### src/include/nes_glue_macros.svh
////////////////////
// NES glue constants
// widths, bit positions, expansion audio mappers, autofire period
////////////////////
`ifndef NES_GLUE_MACROS_SVH
`define NES_GLUE_MACROS_SVH

// memory and loader widths
`define NES_ADDR_W      22
`define MAPPER_FLAGS_W  64
`define MAPPER_NUM_W    8   // low field of the mapper flags

// mappers with expansion audio
`define EXT_AUDIO_MAPPER_0  19
`define EXT_AUDIO_MAPPER_1  24
`define EXT_AUDIO_MAPPER_2  26

// SNES buttons that drive autofire on NES A and B
`define BTN_AUTO_A  8
`define BTN_AUTO_B  9

// full autofire cycle in clocks, default for the top parameter
`define AUTOFIRE_PERIOD 16

`endif

### src/logic/nes_glue_pkg.sv
////////////////////
// NES glue types
// shared vector typedefs and the word bridge FSM states
////////////////////
`default_nettype none
`include "nes_glue_macros.svh"

package nes_glue_pkg;

    // NES side
    typedef logic [`NES_ADDR_W-1:0]     nes_addr_t;
    typedef logic [7:0]                 nes_byte_t;
    typedef logic [`MAPPER_FLAGS_W-1:0] mapper_flags_t;

    // R L X A RT LT DN UP START SELECT Y B, low 8 are NES buttons
    typedef logic [11:0] snes_buttons_t;

    // soft CPU bus
    typedef logic [22:0] rv_addr_t;      // byte address
    typedef logic [31:0] rv_word_t;
    typedef logic [3:0]  rv_strb_t;

    // SDRAM half-word port
    typedef logic [15:0] sdram_half_t;
    typedef logic [19:0] sdram_addr_t;   // word address plus half select
    typedef logic [1:0]  byte_sel_t;

    typedef enum logic [2:0] {
        IDLE_REQ0,
        WAIT0_REQ1,
        DATA0,
        WAIT1,
        DATA1
    } rv_state_e;

endpackage

`default_nettype wire

### src/logic/nes_run_control.sv
////////////////////
// NES run control
// holds the console in reset during ROM loads, drives the
// SDRAM clkref phase and latches the new mapper flags
////////////////////
`timescale 1ns/1ps
`default_nettype none
`include "nes_glue_macros.svh"

module nes_run_control (
    input  wire                          clk,
    input  wire                          sys_resetn,
    input  wire                          i_loading,
    input  wire                          i_loader_done,
    input  wire nes_glue_pkg::mapper_flags_t i_loader_flags,
    output logic                         o_loader_reset,
    output logic                         o_reset_nes,
    output logic                         o_clkref,
    output nes_glue_pkg::mapper_flags_t  o_mapper_flags,
    output logic                         o_ext_audio
);

    logic                     loading_r;
    logic                     load_start;
    logic                     load_end;
    logic [`MAPPER_NUM_W-1:0] mapper_num;

    assign load_start     = i_loading & ~loading_r;
    assign load_end       = ~i_loading & loading_r;
    assign o_loader_reset = load_start;  // restarts the ROM parser

    ////////////////////
    // reset framing and clkref
    ////////////////////
    always_ff @(posedge clk) begin
        if (!sys_resetn) begin
            loading_r   <= 1'b0;
            o_reset_nes <= 1'b1;
            o_clkref    <= 1'b0;
        end else begin
            loading_r <= i_loading;
            o_clkref  <= ~o_clkref;
            if (load_end) begin
                o_reset_nes <= 1'b0;
                o_clkref    <= 1'b1;     // console restarts on a known phase
            end else if (load_start) begin
                o_reset_nes <= 1'b1;
            end
        end
    end

    ////////////////////
    // mapper flags
    ////////////////////
    always_ff @(posedge clk) begin
        if (!sys_resetn) begin
            o_mapper_flags <= '0;
        end else if (i_loader_done) begin
            o_mapper_flags <= i_loader_flags;
        end
    end

    assign mapper_num  = o_mapper_flags[`MAPPER_NUM_W-1:0];
    assign o_ext_audio = (mapper_num == `MAPPER_NUM_W'(`EXT_AUDIO_MAPPER_0)) |
                         (mapper_num == `MAPPER_NUM_W'(`EXT_AUDIO_MAPPER_1)) |
                         (mapper_num == `MAPPER_NUM_W'(`EXT_AUDIO_MAPPER_2));

endmodule

`default_nettype wire

### src/logic/loader_port.sv
////////////////////
// loader write port
// holds parser writes, widens the strobe, shares the CPU SDRAM port
////////////////////
`timescale 1ns/1ps
`default_nettype none

module loader_port (
    input  wire                      clk,
    input  wire                      sys_resetn,
    input  wire                      i_loading,
    input  wire                      i_loader_write,
    input  wire nes_glue_pkg::nes_addr_t i_loader_addr,
    input  wire nes_glue_pkg::nes_byte_t i_loader_wdata,
    input  wire nes_glue_pkg::nes_addr_t i_cpu_addr,
    input  wire nes_glue_pkg::nes_byte_t i_cpu_wdata,
    input  wire                      i_cpu_read,
    input  wire                      i_cpu_write,
    output nes_glue_pkg::nes_addr_t  o_mem_addr,
    output nes_glue_pkg::nes_byte_t  o_mem_wdata,
    output logic                     o_mem_we,
    output logic                     o_mem_read
);

    logic                    write_r;
    logic                    we_stretch;   // two cycles per loader write
    nes_glue_pkg::nes_addr_t addr_q;
    nes_glue_pkg::nes_byte_t data_q;

    always_ff @(posedge clk) begin
        if (!sys_resetn) begin
            write_r    <= 1'b0;
            we_stretch <= 1'b0;
        end else begin
            write_r    <= i_loader_write;
            we_stretch <= i_loader_write | write_r;
        end
    end

    always_ff @(posedge clk) begin
        if (i_loader_write) begin
            addr_q <= i_loader_addr;
            data_q <= i_loader_wdata;
        end
    end

    // loader owns the port while loading
    assign o_mem_addr  = i_loading ? addr_q : i_cpu_addr;
    assign o_mem_wdata = i_loading ? data_q : i_cpu_wdata;
    assign o_mem_we    = we_stretch | i_cpu_write;
    assign o_mem_read  = i_cpu_read & ~i_loading;

    // stretched strobe would merge two back-to-back writes
    a_write_spacing: assert property (@(posedge clk) disable iff (!sys_resetn)
        i_loader_write |=> !i_loader_write);

endmodule

`default_nettype wire

### src/logic/rv_word_bridge.sv
////////////////////
// word bridge
// 32-bit valid/ready CPU bus onto the 16-bit toggle req/ack SDRAM port
////////////////////
`timescale 1ns/1ps
`default_nettype none

module rv_word_bridge (
    input  wire                          clk,
    input  wire                          sys_resetn,
    input  wire                          i_rv_valid,
    input  wire nes_glue_pkg::rv_addr_t  i_rv_addr,
    input  wire nes_glue_pkg::rv_word_t  i_rv_wdata,
    input  wire nes_glue_pkg::rv_strb_t  i_rv_wstrb,
    input  wire                          i_sdram_ack,
    input  wire nes_glue_pkg::sdram_half_t i_sdram_rdata,
    output logic                         o_rv_ready,
    output nes_glue_pkg::rv_word_t       o_rv_rdata,
    output logic                         o_sdram_req,
    output nes_glue_pkg::sdram_addr_t    o_sdram_addr,
    output nes_glue_pkg::sdram_half_t    o_sdram_wdata,
    output nes_glue_pkg::byte_sel_t      o_sdram_ds,
    output logic                         o_sdram_we
);

    nes_glue_pkg::rv_state_e   state;
    nes_glue_pkg::sdram_half_t rdata_lo;   // first half of a read
    nes_glue_pkg::byte_sel_t   ds;
    logic                      req;
    logic                      word;       // 0 low half, 1 high half
    logic                      valid_r;
    logic                      pending;    // edge seen while busy
    logic                      start;
    logic                      is_write;
    logic                      done;

    assign start    = i_rv_valid & ~valid_r;
    assign is_write = |i_rv_wstrb;
    assign done     = (req == i_sdram_ack);

    ////////////////////
    // access FSM
    ////////////////////
    always_ff @(posedge clk) begin
        if (!sys_resetn) begin
            state      <= nes_glue_pkg::IDLE_REQ0;
            o_rv_ready <= 1'b0;
            req        <= 1'b0;
            word       <= 1'b0;
            ds         <= 2'b11;
            valid_r    <= 1'b0;
            pending    <= 1'b0;
        end else begin
            valid_r    <= i_rv_valid;
            o_rv_ready <= 1'b0;
            if (start)
                pending <= 1'b1;

            case (state)
                nes_glue_pkg::IDLE_REQ0: begin
                    if (pending || start) begin
                        pending <= 1'b0;
                        req     <= ~req;
                        if (is_write && i_rv_wstrb[1:0] == 2'b00) begin
                            word  <= 1'b1;   // high half only
                            ds    <= i_rv_wstrb[3:2];
                            state <= nes_glue_pkg::WAIT1;
                        end else begin
                            word  <= 1'b0;
                            ds    <= is_write ? i_rv_wstrb[1:0] : 2'b11;
                            state <= nes_glue_pkg::WAIT0_REQ1;
                        end
                    end
                end
                nes_glue_pkg::WAIT0_REQ1: begin
                    if (done) begin
                        if (is_write && i_rv_wstrb[3:2] == 2'b00) begin
                            o_rv_ready <= 1'b1;   // low half only
                            state      <= nes_glue_pkg::IDLE_REQ0;
                        end else begin
                            req   <= ~req;
                            word  <= 1'b1;
                            ds    <= is_write ? i_rv_wstrb[3:2] : 2'b11;
                            state <= is_write ? nes_glue_pkg::WAIT1 : nes_glue_pkg::DATA0;
                        end
                    end
                end
                nes_glue_pkg::DATA0: state <= nes_glue_pkg::WAIT1;
                nes_glue_pkg::WAIT1: begin
                    if (done) begin
                        o_rv_ready <= is_write;
                        state      <= is_write ? nes_glue_pkg::IDLE_REQ0 : nes_glue_pkg::DATA1;
                    end
                end
                nes_glue_pkg::DATA1: begin
                    o_rv_ready <= 1'b1;
                    state      <= nes_glue_pkg::IDLE_REQ0;
                end
                default: state <= nes_glue_pkg::IDLE_REQ0;
            endcase
        end
    end

    always_ff @(posedge clk) begin
        if (state == nes_glue_pkg::DATA0)
            rdata_lo <= i_sdram_rdata;
    end

    assign o_sdram_req   = req;
    assign o_sdram_addr  = {i_rv_addr[20:2], word};
    assign o_sdram_wdata = word ? i_rv_wdata[31:16] : i_rv_wdata[15:0];
    assign o_sdram_ds    = ds;
    assign o_sdram_we    = is_write;
    assign o_rv_rdata    = {i_sdram_rdata, rdata_lo};   // upper half read live

    a_ready_pulse: assert property (@(posedge clk) disable iff (!sys_resetn)
        o_rv_ready |=> !o_rv_ready);

    // no SDRAM access may be outstanding once idle
    a_idle_settled: assert property (@(posedge clk) disable iff (!sys_resetn)
        state == nes_glue_pkg::IDLE_REQ0 |-> i_sdram_ack == req);

endmodule

`default_nettype wire

### src/logic/autofire.sv
////////////////////
// autofire
// square wave while a button is held
////////////////////
`timescale 1ns/1ps
`default_nettype none
`include "nes_glue_macros.svh"

module autofire #(
    parameter int PERIOD = `AUTOFIRE_PERIOD
) (
    input  wire  clk,
    input  wire  sys_resetn,
    input  wire  i_btn,
    output logic o_fire
);

    localparam int CNT_W = $clog2(PERIOD);

    logic [CNT_W-1:0] cnt;

    always_ff @(posedge clk) begin
        if (!sys_resetn || !i_btn) begin
            cnt    <= '0;
            o_fire <= 1'b0;
        end else begin
            cnt    <= (cnt == CNT_W'(PERIOD - 1)) ? '0 : cnt + 1'b1;
            o_fire <= (cnt < CNT_W'(PERIOD / 2));   // first half of the period
        end
    end

endmodule

`default_nettype wire

### src/logic/joypad_port.sv
////////////////////
// NES joypad port
// parallel-in serial-out controller register with autofire on A and B
////////////////////
`timescale 1ns/1ps
`default_nettype none
`include "nes_glue_macros.svh"

module joypad_port #(
    parameter int AUTOFIRE_PERIOD = `AUTOFIRE_PERIOD
) (
    input  wire                            clk,
    input  wire                            sys_resetn,
    input  wire nes_glue_pkg::snes_buttons_t i_buttons,
    input  wire                            i_strobe,
    input  wire                            i_joy_clk,
    output logic                           o_joy_data
);

    nes_glue_pkg::nes_byte_t bits;
    logic                    joy_clk_r;
    logic                    clk_fall;
    logic                    auto_a;
    logic                    auto_b;

    autofire #(.PERIOD(AUTOFIRE_PERIOD)) af_a (
        .clk        (clk),
        .sys_resetn (sys_resetn),
        .i_btn      (i_buttons[`BTN_AUTO_A]),
        .o_fire     (auto_a)
    );

    autofire #(.PERIOD(AUTOFIRE_PERIOD)) af_b (
        .clk        (clk),
        .sys_resetn (sys_resetn),
        .i_btn      (i_buttons[`BTN_AUTO_B]),
        .o_fire     (auto_b)
    );

    assign clk_fall = ~i_joy_clk & joy_clk_r;

    always_ff @(posedge clk) begin
        if (!sys_resetn) begin
            bits      <= '0;
            joy_clk_r <= 1'b0;
        end else begin
            joy_clk_r <= i_joy_clk;
            if (i_strobe)
                bits <= {i_buttons[7:2], i_buttons[1] | auto_b, i_buttons[0] | auto_a};
            if (clk_fall)
                bits <= {1'b1, bits[7:1]};   // 1s after the eighth bit
        end
    end

    assign o_joy_data = bits[0];

    a_bits_known: assert property (@(posedge clk) disable iff (!sys_resetn)
        !$isunknown(bits));

endmodule

`default_nettype wire

### src/logic/nes_glue_top.sv
////////////////////
// NES board glue top
// run control, loader port, word bridge and two joypad ports
////////////////////
`timescale 1ns/1ps
`default_nettype none
`include "nes_glue_macros.svh"

module nes_glue_top #(
    parameter int AUTOFIRE_PERIOD = `AUTOFIRE_PERIOD
) (
    input  wire                            clk,
    input  wire                            sys_resetn,
    // run control
    input  wire                            i_loading,
    input  wire                            i_loader_done,
    input  wire nes_glue_pkg::mapper_flags_t i_loader_flags,
    output logic                           o_loader_reset,
    output logic                           o_reset_nes,
    output logic                           o_clkref,
    output nes_glue_pkg::mapper_flags_t    o_mapper_flags,
    output logic                           o_ext_audio,
    // loader and CPU memory port
    input  wire                            i_loader_write,
    input  wire nes_glue_pkg::nes_addr_t   i_loader_addr,
    input  wire nes_glue_pkg::nes_byte_t   i_loader_wdata,
    input  wire nes_glue_pkg::nes_addr_t   i_cpu_addr,
    input  wire nes_glue_pkg::nes_byte_t   i_cpu_wdata,
    input  wire                            i_cpu_read,
    input  wire                            i_cpu_write,
    output nes_glue_pkg::nes_addr_t        o_mem_addr,
    output nes_glue_pkg::nes_byte_t        o_mem_wdata,
    output logic                           o_mem_we,
    output logic                           o_mem_read,
    // soft CPU bus and SDRAM half-word port
    input  wire                            i_rv_valid,
    input  wire nes_glue_pkg::rv_addr_t    i_rv_addr,
    input  wire nes_glue_pkg::rv_word_t    i_rv_wdata,
    input  wire nes_glue_pkg::rv_strb_t    i_rv_wstrb,
    output logic                           o_rv_ready,
    output nes_glue_pkg::rv_word_t         o_rv_rdata,
    input  wire                            i_sdram_ack,
    input  wire nes_glue_pkg::sdram_half_t i_sdram_rdata,
    output logic                           o_sdram_req,
    output nes_glue_pkg::sdram_addr_t      o_sdram_addr,
    output nes_glue_pkg::sdram_half_t      o_sdram_wdata,
    output nes_glue_pkg::byte_sel_t        o_sdram_ds,
    output logic                           o_sdram_we,
    // joypads
    input  wire nes_glue_pkg::snes_buttons_t i_joy1_buttons,
    input  wire nes_glue_pkg::snes_buttons_t i_joy2_buttons,
    input  wire                            i_joypad_strobe,
    input  wire [1:0]                      i_joypad_clock,
    output logic                           o_joypad1_data,
    output logic                           o_joypad2_data
);

    nes_run_control run_ctrl (
        .clk(clk), .sys_resetn(sys_resetn),
        .i_loading(i_loading), .i_loader_done(i_loader_done),
        .i_loader_flags(i_loader_flags), .o_loader_reset(o_loader_reset),
        .o_reset_nes(o_reset_nes), .o_clkref(o_clkref),
        .o_mapper_flags(o_mapper_flags), .o_ext_audio(o_ext_audio)
    );

    loader_port ldr_port (
        .clk(clk), .sys_resetn(sys_resetn), .i_loading(i_loading),
        .i_loader_write(i_loader_write), .i_loader_addr(i_loader_addr),
        .i_loader_wdata(i_loader_wdata), .i_cpu_addr(i_cpu_addr),
        .i_cpu_wdata(i_cpu_wdata), .i_cpu_read(i_cpu_read), .i_cpu_write(i_cpu_write),
        .o_mem_addr(o_mem_addr), .o_mem_wdata(o_mem_wdata),
        .o_mem_we(o_mem_we), .o_mem_read(o_mem_read)
    );

    rv_word_bridge rv_bridge (
        .clk(clk), .sys_resetn(sys_resetn),
        .i_rv_valid(i_rv_valid), .i_rv_addr(i_rv_addr), .i_rv_wdata(i_rv_wdata),
        .i_rv_wstrb(i_rv_wstrb), .i_sdram_ack(i_sdram_ack), .i_sdram_rdata(i_sdram_rdata),
        .o_rv_ready(o_rv_ready), .o_rv_rdata(o_rv_rdata), .o_sdram_req(o_sdram_req),
        .o_sdram_addr(o_sdram_addr), .o_sdram_wdata(o_sdram_wdata),
        .o_sdram_ds(o_sdram_ds), .o_sdram_we(o_sdram_we)
    );

    // one port per controller, clock bit 0 for pad 1
    joypad_port #(.AUTOFIRE_PERIOD(AUTOFIRE_PERIOD)) joy1 (
        .clk(clk), .sys_resetn(sys_resetn), .i_buttons(i_joy1_buttons),
        .i_strobe(i_joypad_strobe), .i_joy_clk(i_joypad_clock[0]),
        .o_joy_data(o_joypad1_data)
    );

    joypad_port #(.AUTOFIRE_PERIOD(AUTOFIRE_PERIOD)) joy2 (
        .clk(clk), .sys_resetn(sys_resetn), .i_buttons(i_joy2_buttons),
        .i_strobe(i_joypad_strobe), .i_joy_clk(i_joypad_clock[1]),
        .o_joy_data(o_joypad2_data)
    );

endmodule

`default_nettype wire

### config.mk
export PLATFORM = sky130hd
export DESIGN_NAME = nes_glue_top
export DESIGN_NICKNAME = d
export VERILOG_FILES = /design/src/logic/nes_glue_pkg.sv /design/src/logic/nes_run_control.sv /design/src/logic/loader_port.sv /design/src/logic/rv_word_bridge.sv /design/src/logic/autofire.sv /design/src/logic/joypad_port.sv /design/src/logic/nes_glue_top.sv
export VERILOG_INCLUDE_DIRS = /design/src /design/src/include
export SDC_FILE = /design/constraint.sdc
export NUM_CORES = 1
export LEC_CHECK = 0
export BUFFER_PORTS_ARGS = -buffer_cell sky130_fd_sc_hd__buf_4
export CAP_MARGIN = 40
export CORE_AREA = 3 3 157 159
export CTS_CLUSTER_DIAMETER = 30
export DETAILED_ROUTE_END_ITERATION = 10
export DIE_AREA = 0 0 160 162
export PLACE_DENSITY = 0.59
export SYNTH_ARGS = -nofsm -noshare
export SYNTH_HDL_FRONTEND = slang
export SYNTH_SLANG_ARGS = --single-unit
export TNS_END_PERCENT = 100
### constraint.sdc
create_clock -name clk -period 2.2 [get_ports clk]
set_clock_uncertainty 0.1 [all_clocks]
set_input_delay 0.44 -clock clk [delete_from_list [all_inputs] [get_ports clk]]
set_output_delay 0.44 -clock clk [all_outputs]
set_load 0.01 [all_outputs]
==> metrics <==
die width=160 microns; Yosys top cell by area=dfxtp_1; GRT Total Usage=14.48%; top-area cell type share of the netlist area=34.33%; CP startpoint kind=register; busiest grt layer=met2; proportion of layout cells with a drive suffix above 1=50.44%; Final Max Tran Viols=0; Synthesized Nets=814; IO Pins=410; fin util=43.53%; largest net degree at the start of global routing=43; PD cells=749.5 mW/mm^2; Post-CTS Resized=0; Synth async-reset ratio=0%; H-tree levels=4; post-synth design cell area=0.006823 sq mm; vias in the first global route=5,208; Die ar.=0.02592 sq mm; fillers=2,318; PortBufs=363; met2 Use GR=25.33%; prevailing post-synth register cell=dfxtp_1; Hold WS=0.09642 ns; outcome=finished, final reports clean; Max FO, Critical Path=17; CTS max path bufs=2; initial drt markers=144; DIE HEIGHT=162 microns; Initial Utilization=29.15%; commonest non-fill, non-tap cell in the layout=buf_4; commonest cells after routing, fill and taps aside=buf_4 (368), dfxtp_1 (117), mux2i_1 (84), nor2b_1 (72), mux2_2 (47); Vias=5,180; Tightest Pin Transition=0.4973 ns; Worst Setup End Kind=output port; worst vdd ir=0.0004869 V; final hold violations=0; Syn Area/Cell=11.91 sq um; Layout Cells excl Fill=1,230; Post-synth EDFFs=46; final setup vio count=0; HP Class=in -> reg; area grow syn2layout=49.31%; Clock transition at path regs=0.07 ns; FP Rows=56; Seq/Total Area, Yosys=54.58%; Layout Nets=1,138; Cell Count Post-Placement=1,197; Via-to-Cell Ratio=4.211; min Tclk post-route=2.098 ns; wirelength, routed=19,640 microns; Max Cap Viol=0; yosys warns=0; post-synthesis cell count=573; unrepaired setup endpoints after global routing=no; leakage power=4.749 nW; hpwl dp=15,130 microns; final period utilization=95.37%; WP data arrival=1.56 ns; CTS buffer count=17; per-cell routed wire length=15.97 microns; post-route antenna net violation count=0; CTS Hold Bufs=0; CTS tree=built; # clock sinks=163; Skew-Pair Late Insertion Delay=0.41 ns; first-pass GRT wire length=29,580 microns; Fin Setup TNS=0 ns; GP Congestion=0.7658; Synth area leaders=dfxtp_1 (34%), edfxtp_1 (20%), mux2i_1 (12%), mux2_2 (7.8%), nor2b_1 (6.6%); GR Overflow Total=0; DRC=0; synth unique cells=39; fmax=476.6 MHz; FF+latch count, synth=163; GRT met3 Usage=4.514%; CP required=1.66 ns; core area=0.02340 sq mm; crit path kind=reg -> out; Slew HR=66.85%; met1 GRT Util=16.64%; drt first pass iters=4; Post-CTS Repair Setup Buffers=0; initial antenna violation count=1; root buffer cell=clkbuf_16
==> worst paths after layout <==
kind	from	end	depth (start not counted)	slack, ns
worst min register to register	ldr_port.write_r	ldr_port.we_stretch	1	0.34
worst min-delay path	i_loader_addr[5]	ldr_port.addr_q[5]	1	0.1
worst max register to register	rv_bridge.state[0]	rv_bridge.o_sdram_ds[1]	3	0.64
worst max-delay path	rv_bridge.word	o_sdram_wdata[15]	3	0.10
==> Yosys cell counts (all sizes together) (3+ instances only) <==
master and count:
dfxtp 117, mux2i 84, nor2b 72, buf 51, mux2 47, edfxtp 46
nor2 34, nand2 27, clkbuf 14, o211a 10, inv 8, ha 6
xnor2 6, a21oi 5, and2 5, a21boi 4, a31o 4, nand3 4
xor2 4, nand2b 3, o31ai 3
==> report_power, final <==
group          switching (W)  leakage [nW]  internal (W)
sequential          0.000105          1.41       0.00330
clock                0.00126         0.275       0.00157
combinational       0.000591          3.07      0.000811
==> cell families (layout without fill, tap and decap cells) <==
kind of cell	after synthesis	after routing	share of synthesized area [%]
flip-flops	163	163	54.58
AND/OR/NAND/NOR	155	155	12.07
multiplexers	131	131	20.08
buffers and inverters	73	410	6.400
AO/OA/AOI/OAI	35	35	4.493
XOR/XNOR	10	10	1.284
adder cells (fa/ha/maj)	6	6	1.100
other	0	1	0
==> stage by stage <==
stage	setup WS (ns)	power [W]	cell area, sq um
floorplan	0.003086	0.004161	6823
global placement	0.3204	0.004890	9623
detailed placement	0.3065	0.004902	9623
CTS	0.06249	0.007772	10180
global route	0.01410	0.008002	10190
finish	0.1020	0.007636	10190
==> area by class of cell <==
cell class | count | area [sq um] | area share [%]
clock buffer | 21 | 471.7 | 4.630
tap | 319 | 399.1 | 3.918
timing repair buffer | 370 | 2803 | 27.51
sequential | 163 | 3724 | 36.55
inverter | 8 | 30.03 | 0.2948
clock inverter | 11 | 90.09 | 0.8843
multi-input combinational | 337 | 2668 | 26.19
antenna | 1 | 2.502 | 0.02456
==> routing by layer <==
layer | wire length [microns] | share of wire (%)
met3 | 1305 | 6.6
met1 | 7845 | 40
met2 | 10080 | 51
met5 | 0 | 0
met4 | 405 | 2.1
==> registers in the layout, indices dropped and copies added (netlist names), 3 cells and up <==
name,flops
joy1.af_a.cnt,4
joy1.af_b.cnt,4
joy1.bits,8
joy2.af_a.cnt,4
joy2.af_b.cnt,4
joy2.bits,8
ldr_port.addr_q,22
ldr_port.data_q,8
run_ctrl.o_mapper_flags,64
rv_bridge.rdata_lo,16
rv_bridge.state,3
==> worst max-delay path, stage by stage, from the launching register on <==
cell and delay, ns:
dfxtp_1 0.34, buf_4 0.27, mux2_2 0.38, buf_4 0.16
Power figures use the tool's default switching activity.
